## config.mk

```make
export PLATFORM = sky130hd
export DESIGN_NAME = robot_drive_top
export DESIGN_NICKNAME = d
export VERILOG_FILES = /design/src/design/drive_pkg.sv /design/src/design/nav_pkg.sv /design/src/design/sensor_if.sv /design/src/design/wall_follower.sv /design/src/design/motion_select.sv /design/src/design/motor_driver.sv /design/src/design/robot_drive_top.sv
export SDC_FILE = /design/constraint.sdc
export NUM_CORES = 1
export LEC_CHECK = 0
export BUFFER_PORTS_ARGS = -buffer_cell sky130_fd_sc_hd__clkbuf_2
export CORE_UTILIZATION = 46
export DETAILED_ROUTE_END_ITERATION = 8
export GPL_ROUTABILITY_DRIVEN = 0
export GPL_TIMING_DRIVEN = 1
export PLACE_DENSITY = 0.71
export SLEW_MARGIN = 20
export SYNTH_ARGS = -nofsm -noshare
export SYNTH_HDL_FRONTEND = slang
export SYNTH_SLANG_ARGS = --single-unit
```

## constraint.sdc

```tcl
create_clock -name CLK -period 6.54 [get_ports CLK]
set_clock_uncertainty 0.1 [all_clocks]
set_input_delay 1.635 -clock CLK [delete_from_list [all_inputs] [get_ports CLK]]
set_output_delay 1.635 -clock CLK [all_outputs]
set_load 0.05 [all_outputs]
```

## src/design/drive_pkg.sv

```systemverilog
package drive_pkg;

	////////////////////////////////////////
	// Field widths
	////////////////////////////////////////

	localparam int PWR_W = 3;
	localparam int DIR_W = 2;
	localparam int BTN_W = 5;
	localparam int SW_W  = 8;

	// Switch bit that selects manual driving
	localparam int MANUAL_BIT = 7;

	typedef logic [BTN_W-1:0] button_t;
	typedef logic [SW_W-1:0]  switch_t;

	// Robot motions, codes as on the original board
	typedef enum logic [4:0] {
		MV_NEUTRAL       = 5'b00000,
		MV_FORWARD       = 5'b00001,
		MV_REVERSE       = 5'b00010,
		MV_FORWARD_RIGHT = 5'b00011,
		MV_BACK_RIGHT    = 5'b00111,
		MV_FORWARD_LEFT  = 5'b11000,
		MV_BACK_LEFT     = 5'b10000,
		MV_R_360         = 5'b10011,
		MV_L_360         = 5'b11001
	} motion_t;

	////////////////////////////////////////
	// Motor command word
	////////////////////////////////////////

	// Per-motor direction field
	typedef logic [DIR_W-1:0] motor_dir_t;
	localparam motor_dir_t DIR_FORWARD = 2'b00;
	localparam motor_dir_t DIR_NEUTRAL = 2'b01;
	localparam motor_dir_t DIR_REVERSE = 2'b10;

	// Duty levels 13, 17, 25, 38, 50 and 62 %
	typedef logic [PWR_W-1:0] power_t;
	localparam power_t PWR_MIN = 3'd0;
	localparam power_t PWR_MAX = 3'd5;

	// Power on top, direction in the low bits
	typedef logic [PWR_W+DIR_W-1:0] motor_cmd_t;
	localparam motor_cmd_t MOTOR_IDLE = {PWR_MIN, DIR_NEUTRAL};

	function automatic motor_cmd_t motor_word(power_t pwr, motor_dir_t dir);
		return {pwr, dir};
	endfunction

endpackage

```

## src/design/nav_pkg.sv

```systemverilog
package nav_pkg;

	////////////////////////////////////////
	// Sensor values and commands
	////////////////////////////////////////

	localparam int DIST_W = 8;
	localparam int CMD_W  = 5;

	// One range reading
	typedef logic [DIST_W-1:0] dist_t;

	// High-level command from the route planner
	typedef logic [CMD_W-1:0] command_t;

	// Only straight is decoded, anything else idles
	localparam command_t CMD_STRAIGHT = 5'b01110;

	////////////////////////////////////////
	// Navigation FSM
	////////////////////////////////////////

	// Codes also shown on the LEDs
	typedef enum logic [2:0] {
		NAV_UNDETERMINED  = 3'd0,
		NAV_BOTH_EQUAL    = 3'd1,
		NAV_BOTH_LESS     = 3'd2,
		NAV_BOTH_GREATER  = 3'd3,
		NAV_FRONT_LESS    = 3'd4,
		NAV_FRONT_GREATER = 3'd5,
		NAV_FRONT_EQUAL   = 3'd6,
		NAV_GOAL          = 3'd7
	} nav_state_t;

	// Default closest allowed distance
	localparam dist_t CRASH_LIMIT_DEF = 8'd3;
	// Default back/front alignment offset
	localparam dist_t ALIGN_TOL_DEF   = 8'd2;

endpackage

```

## src/design/sensor_if.sv

```systemverilog
`timescale 1ns/1ps

// Range readings for the wall follower
interface sensor_if;
	import nav_pkg::*;

	// Obstacle straight ahead
	dist_t dist_front;
	// Wall side, front and rear sensor
	dist_t dist_side_front;
	dist_t dist_side_back;
	// Wanted wall distance
	dist_t path;
	// Front distance where the run ends
	dist_t dist_check;

	// Levels only, no handshake
	modport source (
		output dist_front, dist_side_front, dist_side_back, path, dist_check
	);

	modport follower (
		input dist_front, dist_side_front, dist_side_back, path, dist_check
	);

endinterface

```

## src/design/wall_follower.sv

```systemverilog
`timescale 1ns/1ps

module wall_follower #(
	parameter nav_pkg::dist_t CRASH_LIMIT = nav_pkg::CRASH_LIMIT_DEF,
	parameter nav_pkg::dist_t ALIGN_TOL   = nav_pkg::ALIGN_TOL_DEF
) (
	input  logic                 CLK,
	input  logic                 rst_n,
	sensor_if.follower           sens,
	input  nav_pkg::command_t    command,
	input  logic                 run,
	output drive_pkg::motion_t   auto_motion,
	output logic                 goal,
	output nav_pkg::nav_state_t  nav_state
);
	import nav_pkg::*;
	import drive_pkg::*;

	dist_t      sf;
	dist_t      sb;
	dist_t      df;
	dist_t      pth;
	logic       straight_run;
	logic       at_check;
	// Sorting of the side sensors against path
	logic       cond_equal;
	logic       cond_less;
	logic       cond_greater;
	logic       cond_f_less;
	logic       cond_f_greater;
	logic       cond_f_equal;
	// Too close, strict and inclusive variants
	logic       near_lt;
	logic       near_le;
	motion_t    back_off_lt;
	motion_t    back_off_le;
	// Side alignment
	dist_t      diff_bf;
	dist_t      diff_fb;
	motion_t    align_greater;
	motion_t    align_less;
	nav_state_t state_d;
	motion_t    motion_d;
	logic       goal_d;

	assign sf  = sens.dist_side_front;
	assign sb  = sens.dist_side_back;
	assign df  = sens.dist_front;
	assign pth = sens.path;

	assign straight_run = run && (command == CMD_STRAIGHT);
	assign at_check     = df <= sens.dist_check;

	assign cond_equal     = (sf == pth) && (sb == pth);
	assign cond_less      = (sf < pth) && (sb < pth);
	assign cond_greater   = (sf > pth) && (sb > pth);
	assign cond_f_less    = (sf < pth) && (sb >= pth);
	assign cond_f_greater = (sf > pth) && (sb <= pth);
	// Held with the back off path on either side
	assign cond_f_equal   = (sf == pth) && (sb != pth);

	assign near_lt = (df < CRASH_LIMIT) || (sf < CRASH_LIMIT) || (sb < CRASH_LIMIT);
	assign near_le = (df <= CRASH_LIMIT) || (sf <= CRASH_LIMIT) || (sb <= CRASH_LIMIT);
	// Rear sensor close means pull forward
	assign back_off_lt = (sb < CRASH_LIMIT) ? MV_FORWARD : MV_BACK_RIGHT;
	assign back_off_le = (sb <= CRASH_LIMIT) ? MV_FORWARD : MV_BACK_RIGHT;

	////////////////////////////////////////
	// Alignment against the wall
	////////////////////////////////////////

	assign diff_bf = sb - sf;
	assign diff_fb = sf - sb;

	// Both far, rear drifted out
	always_comb begin
		if ((sb > sf) && (diff_bf > ALIGN_TOL))
			align_greater = MV_BACK_RIGHT;
		else if ((sb > sf) && (diff_bf == ALIGN_TOL))
			align_greater = MV_FORWARD;
		else
			align_greater = MV_FORWARD_LEFT;
	end

	// Both near, mirror of the far case
	always_comb begin
		if ((sf > sb) && (diff_fb > ALIGN_TOL))
			align_less = MV_FORWARD_LEFT;
		else if ((sf > sb) && (diff_fb == ALIGN_TOL))
			align_less = MV_FORWARD;
		else
			align_less = MV_FORWARD_RIGHT;
	end

	////////////////////////////////////////
	// Navigation FSM
	////////////////////////////////////////

	always_comb begin
		state_d  = nav_state;
		motion_d = MV_NEUTRAL;
		goal_d   = 1'b0;
		if (!straight_run) begin
			state_d = NAV_UNDETERMINED;
		end else if (at_check) begin
			// Front check wins over everything else
			state_d = NAV_GOAL;
			goal_d  = 1'b1;
		end else begin
			case (nav_state)
				NAV_UNDETERMINED: begin
					// Same test order as the original board
					if (cond_equal)
						state_d = NAV_BOTH_EQUAL;
					else if (cond_less)
						state_d = NAV_BOTH_LESS;
					else if (cond_greater)
						state_d = NAV_BOTH_GREATER;
					else if (cond_f_less)
						state_d = NAV_FRONT_LESS;
					else if (cond_f_greater)
						state_d = NAV_FRONT_GREATER;
					else if (cond_f_equal && (sb < pth))
						state_d = NAV_FRONT_EQUAL;
				end
				NAV_BOTH_EQUAL: begin
					if (near_lt)
						motion_d = back_off_lt;
					else if (cond_equal)
						motion_d = MV_FORWARD;
					else
						state_d = NAV_UNDETERMINED;
				end
				NAV_FRONT_LESS: begin
					if (near_lt)
						motion_d = back_off_lt;
					else if (cond_f_less)
						motion_d = MV_BACK_RIGHT;
					else
						state_d = NAV_UNDETERMINED;
				end
				NAV_FRONT_GREATER: begin
					if (near_lt)
						motion_d = back_off_lt;
					else if (cond_f_greater)
						motion_d = MV_FORWARD_LEFT;
					else
						state_d = NAV_UNDETERMINED;
				end
				NAV_FRONT_EQUAL: begin
					if (near_lt)
						motion_d = back_off_lt;
					else if (cond_f_equal)
						motion_d = MV_FORWARD;
					else
						state_d = NAV_UNDETERMINED;
				end
				NAV_BOTH_GREATER: begin
					if (near_lt)
						motion_d = back_off_lt;
					else if (cond_greater)
						motion_d = align_greater;
					else
						state_d = NAV_UNDETERMINED;
				end
				NAV_BOTH_LESS: begin
					// Inclusive limit, the wall is already close
					if (near_le)
						motion_d = back_off_le;
					else if (cond_less)
						motion_d = align_less;
					else
						state_d = NAV_UNDETERMINED;
				end
				NAV_GOAL: begin
					// Front cleared again
					state_d = NAV_UNDETERMINED;
				end
			endcase
		end
	end

	always_ff @(posedge CLK or negedge rst_n) begin
		if (!rst_n) begin
			nav_state   <= NAV_UNDETERMINED;
			auto_motion <= MV_NEUTRAL;
			goal        <= 1'b0;
		end else begin
			nav_state   <= state_d;
			auto_motion <= motion_d;
			goal        <= goal_d;
		end
	end

endmodule

```

## src/design/motion_select.sv

```systemverilog
`timescale 1ns/1ps

module motion_select (
	input  logic                CLK,
	input  logic                rst_n,
	input  logic                manual,
	input  drive_pkg::button_t  buttons,
	input  drive_pkg::motion_t  auto_motion,
	output drive_pkg::motion_t  motion
);
	import drive_pkg::*;

	motion_t btn_motion;
	motion_t motion_d;

	////////////////////////////////////////
	// Button decode
	////////////////////////////////////////

	// One-hot only, chords fall to neutral
	always_comb begin
		case (buttons)
			5'b00001:
				btn_motion = MV_FORWARD_RIGHT;
			5'b00010:
				btn_motion = MV_REVERSE;
			5'b00100:
				btn_motion = MV_FORWARD;
			5'b01000:
				btn_motion = MV_FORWARD_LEFT;
			5'b10000:
				btn_motion = MV_R_360;
			default:
				btn_motion = MV_NEUTRAL;
		endcase
	end

	////////////////////////////////////////
	// Mode select
	////////////////////////////////////////

	// Manual overrides the wall follower
	assign motion_d = manual ? btn_motion : auto_motion;

	// One cycle from button to motion
	always_ff @(posedge CLK or negedge rst_n) begin
		if (!rst_n)
			motion <= MV_NEUTRAL;
		else
			motion <= motion_d;
	end

endmodule

```

## src/design/motor_driver.sv

```systemverilog
`timescale 1ns/1ps

module motor_driver (
	input  logic                   CLK,
	input  logic                   rst_n,
	input  drive_pkg::switch_t     switches,
	input  drive_pkg::motion_t     motion,
	output drive_pkg::motor_cmd_t  mc_right,
	output drive_pkg::motor_cmd_t  mc_left
);
	import drive_pkg::*;

	power_t     power_q;
	motor_dir_t dir_right;
	motor_dir_t dir_left;

	////////////////////////////////////////
	// Power level
	////////////////////////////////////////

	// Whole byte must be 1..5, else lowest duty
	always_ff @(posedge CLK or negedge rst_n) begin
		if (!rst_n)
			power_q <= PWR_MIN;
		else if ((switches != '0) && (switches <= switch_t'(PWR_MAX)))
			power_q <= switches[PWR_W-1:0];
		else
			power_q <= PWR_MIN;
	end

	////////////////////////////////////////
	// Direction decode
	////////////////////////////////////////

	// Right motor is motor 1, left is motor 2
	always_comb begin
		dir_right = DIR_NEUTRAL;
		dir_left  = DIR_NEUTRAL;
		case (motion)
			MV_FORWARD: begin
				dir_right = DIR_FORWARD;
				dir_left  = DIR_FORWARD;
			end
			MV_REVERSE: begin
				dir_right = DIR_REVERSE;
				dir_left  = DIR_REVERSE;
			end
			MV_FORWARD_RIGHT:
				dir_left = DIR_FORWARD;
			MV_BACK_RIGHT:
				dir_right = DIR_REVERSE;
			MV_FORWARD_LEFT:
				dir_right = DIR_FORWARD;
			MV_BACK_LEFT:
				dir_left = DIR_REVERSE;
			// Spin in place
			MV_R_360: begin
				dir_right = DIR_REVERSE;
				dir_left  = DIR_FORWARD;
			end
			MV_L_360: begin
				dir_right = DIR_FORWARD;
				dir_left  = DIR_REVERSE;
			end
			default: ;
		endcase
	end

	always_ff @(posedge CLK or negedge rst_n) begin
		if (!rst_n) begin
			mc_right <= MOTOR_IDLE;
			mc_left  <= MOTOR_IDLE;
		end else begin
			mc_right <= motor_word(power_q, dir_right);
			mc_left  <= motor_word(power_q, dir_left);
		end
	end

endmodule

```

## src/design/robot_drive_top.sv

```systemverilog
`timescale 1ns/1ps

module robot_drive_top #(
	parameter nav_pkg::dist_t CRASH_LIMIT = nav_pkg::CRASH_LIMIT_DEF,
	parameter nav_pkg::dist_t ALIGN_TOL   = nav_pkg::ALIGN_TOL_DEF
) (
	input  logic                   CLK,
	input  logic                   rst_n,
	input  drive_pkg::switch_t     sw,
	input  drive_pkg::button_t     btn,
	input  nav_pkg::dist_t         dist_front,
	input  nav_pkg::dist_t         dist_side_front,
	input  nav_pkg::dist_t         dist_side_back,
	input  nav_pkg::dist_t         path,
	input  nav_pkg::dist_t         dist_check,
	input  nav_pkg::command_t      command,
	input  logic                   run,
	output drive_pkg::motor_cmd_t  mc_right,
	output drive_pkg::motor_cmd_t  mc_left,
	output logic                   next_flag,
	output nav_pkg::nav_state_t    led
);
	import drive_pkg::*;

	motion_t auto_motion;
	motion_t motion;

	////////////////////////////////////////
	// Sensor bundle
	////////////////////////////////////////

	sensor_if sens ();

	assign sens.dist_front      = dist_front;
	assign sens.dist_side_front = dist_side_front;
	assign sens.dist_side_back  = dist_side_back;
	assign sens.path            = path;
	assign sens.dist_check      = dist_check;

	////////////////////////////////////////
	// Datapath
	////////////////////////////////////////

	wall_follower #(
		.CRASH_LIMIT (CRASH_LIMIT),
		.ALIGN_TOL   (ALIGN_TOL)
	) i_wall_follower (
		.CLK         (CLK),
		.rst_n       (rst_n),
		.sens        (sens.follower),
		.command     (command),
		.run         (run),
		.auto_motion (auto_motion),
		.goal        (next_flag),
		.nav_state   (led)
	);

	// Switch bit 7 selects manual driving
	motion_select i_motion_select (
		.CLK         (CLK),
		.rst_n       (rst_n),
		.manual      (sw[MANUAL_BIT]),
		.buttons     (btn),
		.auto_motion (auto_motion),
		.motion      (motion)
	);

	motor_driver i_motor_driver (
		.CLK      (CLK),
		.rst_n    (rst_n),
		.switches (sw),
		.motion   (motion),
		.mc_right (mc_right),
		.mc_left  (mc_left)
	);

endmodule

```

# Yosys cells after proc, flatten, opt, wreduce, memory -nomap -nowiden
# Cells that the tools add are included.
[classes]
magnitude_cmp = 18
reduce_logical = 24
shift = 0
div = 0
n_bitwise = 0
eq_ne = 39
mul = 0
n_addsub = 2
muxes = 49
[op_table]
columns = ["operator", "count"]
rows = [
  ["5-bit 2-to-1 mux", 15],
  ["3-bit 2-to-1 mux", 24],
  ["4-bit != test, second input constant", 12],
  ["8-bit > comparator", 4],
  ["5-bit case mux with 6 select lines", 1],
  ["5-bit == test, second input constant", 5],
  ["5-bit case mux with 5 select lines", 1],
  ["8-bit by 2-bit less-or-equal comparator with 1-bit output, second input constant", 3],
  ["8-bit by 2-bit < comparator with 1-bit output, second input constant", 3],
  ["3-bit case mux with 8 select lines", 1],
  ["8-bit by 2-bit == test with 1-bit output, second input constant", 2],
  ["8-bit == test", 2],
  ["8-bit by 2-bit > comparator with 1-bit output, second input constant", 2],
  ["8-bit less-or-equal comparator", 2],
  ["8-bit < comparator", 2],
  ["8-bit subtractor", 2],
  ["5-bit by 2-bit == test with 1-bit output, second input constant", 3],
  ["1-bit logical AND", 13],
  ["13-bit AND reduction", 1],
  ["3-bit == test, second input constant", 4],
  ["3-bit OR reduction", 4],
  ["5-bit by 1-bit == test with 1-bit output, second input constant", 2],
  ["5-bit by 3-bit == test with 1-bit output, second input constant", 2],
  ["5-bit by 4-bit == test with 1-bit output, second input constant", 2],
  ["12 further kinds", 20],
]
[word_totals]
memories = 0
romBits = 0
register_bits = 27
wordCells = 139
mem_bits_rw = 0
output_inout_bits = 14
latchBits = 0

# Logic depth before layout (Yosys ltp)
[logic_depth]
ltp_word = 12
depth_mapped = 11
ltp_nobuf = 11

# Modules after synthesis
# Synthesis repeated with hierarchy kept, for this count alone.
[unflattened]
cells_unflattened = 361
area_unflattened_um2 = 2865.2
[by_module_without_submodules]
columns = ["mod", "area_each_um2", "n_inst", "cells_each", "seq_area_each_um2"]
rows = [
  ["wall_follower", 2142.1, 1, 292, 200.2],
  ["motor_driver", 462.9, 1, 43, 252.7],
  ["motion_select", 260.2, 1, 26, 125.1],
]

# Least setup slack after synthesis
# OpenSTA, ideal clock, no wires.
[synth_path]
path_type = "input -> register"
from = "input path[5]"
to = "register i_wall_follower.nav_state[1]"
setup_slack_ns = 2.643
path_buffers = 0
arrival_time_ns = 3.672
setup_time_ns = 0.125
path_stages = 9
path_cell_list = "inv_1 ha_1 a211oi_2 o21ba_1 and3_1 or3_1 a2111o_1 a31oi_1 mux2_2"
[synth_via]
elab_chain_cells = 10
elab_cells_between_ends = 32
cone_classes = "6 x order compare; 10 x eq/ne; 8 x mux; 8 x reduce/logical"
[synth_lines]
columns = ["item", "line_no", "text"]
rows = [
  ["start, declared", "robot_drive_top.sv:14", "input nav_pkg::dist_t path,"],
  ["8-bit > comparator or 8-bit less-or-equal comparator (tied branches)", "wall_follower.sv:56, wall_follower.sv:58", ""],
  ["1-bit logical AND", "wall_follower.sv:58", "assign cond_f_greater = (sf > pth) && (sb <= pth);"],
  ["3-bit 2-to-1 mux", "wall_follower.sv:121", "else if (cond_f_greater)"],
  ["3-bit 2-to-1 mux", "wall_follower.sv:119", "else if (cond_f_less)"],
  ["3-bit 2-to-1 mux", "wall_follower.sv:117", "else if (cond_greater)"],
  ["3-bit 2-to-1 mux", "wall_follower.sv:115", "else if (cond_less)"],
  ["3-bit 2-to-1 mux", "wall_follower.sv:113", "if (cond_equal)"],
  ["3-bit case mux with 8 select lines", "wall_follower.sv:110", "case (nav_state)"],
  ["3-bit 2-to-1 mux", "wall_follower.sv:105", "end else if (at_check) begin"],
  ["3-bit 2-to-1 mux", "wall_follower.sv:103", "if (!straight_run) begin"],
  ["end signal, assigned", "wall_follower.sv:189", "nav_state <= state_d;"],
  ["end, declared", "wall_follower.sv:14", "output nav_pkg::nav_state_t nav_state"],
]
# Parallel ways exist; a longest one is shown, timed or not.
# A chain may end at the register's enable or synchronous reset.

# Worst setup path after layout
[layout_path]
from = "input dist_side_front[4]"
to = "register i_wall_follower.auto_motion[3]"
[layout_via]
elab_chain_cells = 10
elab_cells_between_ends = 33
cone_classes = "2 x add/sub; 8 x order compare; 1 x eq/ne; 12 x mux; 10 x reduce/logical"
[layout_lines]
columns = ["item", "line_no", "text"]
rows = [
  ["start, declared", "robot_drive_top.sv:12", "input nav_pkg::dist_t dist_side_front,"],
  ["branches (longest 7 deep; another with 8-bit subtractor)", "-", ""],
  ["5-bit case mux with 6 select lines (*)", "wall_follower.sv:110", ""],
  ["5-bit 2-to-1 mux (*)", "wall_follower.sv:105", ""],
  ["5-bit 2-to-1 mux (*)", "wall_follower.sv:103", ""],
  ["net i_wall_follower.motion_d[3]", "wall_follower.sv:43", "motion_t motion_d;"],
  ["end signal, assigned", "wall_follower.sv:190", "auto_motion <= motion_d;"],
  ["end, declared", "wall_follower.sv:12", "output drive_pkg::motion_t auto_motion,"],
]
# Mark *: on every way through the listed nets, which the timed path passes.

==> results by group <==
Hold path
  • WHS Endpoint: i_motor_driver.mc_right[3]$_DFF_PN0_
  • Worst hold path class: flip-flop to flip-flop
  • Hold Path Depth: 0
  • Hold Startpoint: i_motor_driver.power_q[1]$_DFF_PN0_

Drt
  • Post-DR vias/cell: 5.96
  • Final WL: 7830 um
  • First-iteration detailed-routing DRC count: 175
  • Final ANT Viol Nets: 0
  • Routed WL per cell: 15.2 um
  • DR DRC count: 0
  • DR vias: 3074
  • Pre-Repair DR Iteration Count: 5

Timing
  • Slew HR: 62.4%
  • Hold Violations, Final: 0
  • RSZ-0062 raised after global routing: no
  • Final Max Tran Viols: 0
  • Setup-failing EPs final: 0
  • Tmin final: 4080 ps
  • Maximum operating frequency: 0.245 GHz
  • Worst setup margin: 2460 ps
  • WHS: 254 ps
  • Worst slew pin tran: 559 ps
  • Fin crit share: 62.4%
  • Setup TNS: 0 ps

Synth
  • Total of warnings raised by yosys: 0
  • Seq cells post-synth: 23
  • Synth top area cells: dfrtp_1 (18%), ha_1 (17%), inv_1 (5.2%), a21oi_1 (4.9%), o21ai_0 (3.9%)
  • Adder-cell share of the synthesized area: 18.4%
  • Mux cell area share after synthesis: 1.11%
  • Most instantiated cells after synthesis: inv_1 (41), ha_1 (40), a21oi_1 (29), nor2_1 (27), o21ai_0 (23)
  • Netlist cell types: 69
  • Syn avg cell area: 7.82 sq um
  • Most frequent cell after synthesis: inv_1
  • Asr flop ratio synth: 100%
  • Syn Std Cell Area: 2940 sq um
  • Register area share after synthesis: 19.7%
  • Share of the synthesized area in the top cell type: 17.9%
  • Primary FF master, synth: dfrtp_1
  • Simple-Gate Fraction of Synth Area: 24.0%
  • XOR/XNOR share of the synthesized area: 2.38%
  • Largest family of logic cells by synthesized area: compound AO/OA/AOI/OAI gates
  • Post-synth EDFFs: 0
  • Syn nets: 479
  • Synth Area in Compound Gates: 27.2%
  • Syn Inst Count: 376
  • Post-synth top area cell: dfrtp_1

Finish
  • Reg area: 578 sq um
  • # fillers: 557
  • Final #Nets: 545
  • # diodes: 0
  • Area growth, synth to finish: 15.3%
  • Share of cells above drive strength 1: 22.0%
  • Multi-input gate area in the final layout: 2150 sq um

Placed design
  • Hpwl dp: 6570 um
  • Port bufs: 74
  • Pre-CTS setup slack: 2210 ps

Critical path
  • Kind of end point of the critical path: flip-flop
  • Crit path largest cell delay: 480 ps
  • Crit start category: input port
  • Slowest CP cell: a2111oi_0
  • RR Startpoint: i_wall_follower.nav_state[1]$_DFFE_PN0P_
  • Worst reg-to-reg path cell count: 5
  • R2r setup slk: 4000 ps
  • Crit path cell chain: clkbuf_2, inv_1, ha_1, a21o_1, a2111oi_0, a211oi_1, a2111oi_2, nand4_1, a311o_1, a21oi_2
  • Type of the worst setup path: input port to flip-flop
  • Max Fanout on Critical Path: 13
  • Required time of the critical path: 6640 ps
  • Worst R2R End: i_wall_follower.nav_state[1]$_DFFE_PN0P_
  • Arrival @ worst endpoint: 4180 ps

Power and ir drop
  • Max VDD drop: 0.0946 mV
  • Static leakage: 1.69 nW
  • Power Dens Cells: 125 nW/um^2
  • Final Power: 0.422 mW

Floorplan
  • Core box area: 6030 sq um
  • IO Pins: 75
  • Die area: 6710 sq um
  • Die Y: 81.9 um
  • Die W: 81.9 um
  • # rows: 28
  • Initial Utilization: 48.8%

Clocking
  • Worst-path clk slew: 90 ps
  • Hold-fix buffers at CTS: 0
  • Clock sink count: 23
  • TritonCTS clock tree: yes
  • Htree depth: 1
  • Bufs on Longest Clock Path: 2
  • # Post-CTS Setup Buffers: 0
  • Post-cts sizing count: 0
  • Insertion delay to the later sink of the worst-skew pair: 270 ps
  • Root buffer selected by CTS: clkbuf_8
  • Cts bufs inserted: 3

Global routing
  • GRT Util Overall: 23.7%
  • Pin count of the biggest net entering global routing: 24
  • Global-route wire length before repair: 12400 um
  • Initial antenna violation count: 0
  • Grt ovf: 0
  • Vias in the first global route: 2746

Job
  • Max Cap Violations: 0

Status
  • Status: finished clean
-- how the worst max path moves through the flow --
stage               depth (start not counted)  slack (ps)                from                                       end
floorplan                                   9        2640             path[5]  i_wall_follower.nav_state[1]$_DFFE_PN0P_
global placement                           10        2360  dist_side_front[4]  i_wall_follower.auto_motion[3]$_DFF_PN0_
detailed placement                         10        2210  dist_side_front[4]  i_wall_follower.auto_motion[3]$_DFF_PN0_
CTS                                        10        2480  dist_side_front[4]  i_wall_follower.auto_motion[3]$_DFF_PN0_
global route                               10        2180  dist_side_front[4]  i_wall_follower.auto_motion[3]$_DFF_PN0_
finish                                     10        2460  dist_side_front[4]  i_wall_follower.auto_motion[3]$_DFF_PN0_
-- cells in the final DEF, fill, tap and decap left out, types with 2 or more instances in the layout --
| cell type | n |
|---|---|
| o2111ai_1 | 3 |
| xor2_1 | 3 |
| fa_1 | 2 |
| o21a_1 | 9 |
| a21oi_1 | 29 |
| or2_2 | 3 |
| nor4_1 | 4 |
| o211ai_1 | 4 |
| nand3_1 | 9 |
| mux2_2 | 2 |
| and3_1 | 2 |
| nor2_1 | 27 |
| a21o_1 | 7 |
| xnor2_1 | 5 |
| a221oi_1 | 2 |
| clkbuf_8 | 3 |
| nor2b_1 | 12 |
| o21ai_0 | 23 |
| a32o_1 | 2 |
| clkbuf_2 | 74 |
| nor3_1 | 7 |
| o31ai_1 | 3 |
| or3_1 | 5 |
| dfstp_2 | 2 |
| a31oi_1 | 6 |
| inv_1 | 41 |
| nor3b_1 | 4 |
| ha_1 | 40 |
| nand4_1 | 14 |
| nand2_1 | 22 |
| nand2b_1 | 8 |
| a211oi_1 | 5 |
| and4_1 | 2 |
| dfrtp_1 | 21 |
-- critical path, delay by kind of cell --
| kind | cells | cell delay, ps |
|---|---|---|
| AO/OA/AOI/OAI | 6 | 1720 |
| buffers and inverters | 2 | 180 |
| AND/OR/NAND/NOR | 1 | 200 |
| adder cells (fa/ha/maj) | 1 | 450 |
-- routing by layer --
layer	global-route usage (%)	routed length [um]	vias up
li1	-	-	1518
met1	29.9	3380	1389
met2	41.2	3710	143
met3	2.33	494	24
met4	9.12	246	0
met5	0	0	-
-- area by class of cell --
class	count	area share (%)
Clock buffer	3	1.22
Clock inverter	1	0.148
Inverter	41	4.54
Multi-Input combinational cell	299	63.3
Sequential cell	23	17.1
Tap cell	75	2.77
Timing Repair Buffer	74	10.9
-- stage by stage --
stage / instance area (sq um) / std cells / util [%]
global route: 3390 / 516 / 56.3
detailed placement: 3340 / 512 / 55.5
CTS: 3390 / 516 / 56.3
finish: 3390 / 516 / 56.3
global placement: 3340 / 512 / 55.5
floorplan: 2940 / 376 / -
-- logic make-up after synthesis --
kind of cell / Yosys count
muxes: 3
xor gates and xnor gates: 8
AOI/OAI and AO/OA: 116
and+or+nand+nor: 130
buffers and inverters: 54
adders and majority gates: 42
DFF: 23
-- where the power goes --
group | internal (mW) | leakage, nW | switching [mW]
sequential | 0.145 | 0.313 | 0.00219
clock | 0.0425 | 0.0255 | 0.0458
combinational | 0.0745 | 1.35 | 0.112
total | 0.262 | 1.69 | 0.160
-- registers in the layout, summed over array words and instances, names as in the netlist --
signal and flops:
i_motion_select.motion 5, i_motor_driver.mc_left 3, i_motor_driver.mc_right 4, i_motor_driver.power_q 3, i_wall_follower.auto_motion 4, i_wall_follower.goal 1
i_wall_follower.nav_state 3
Note: power is estimated with default switching activity, not from simulation.
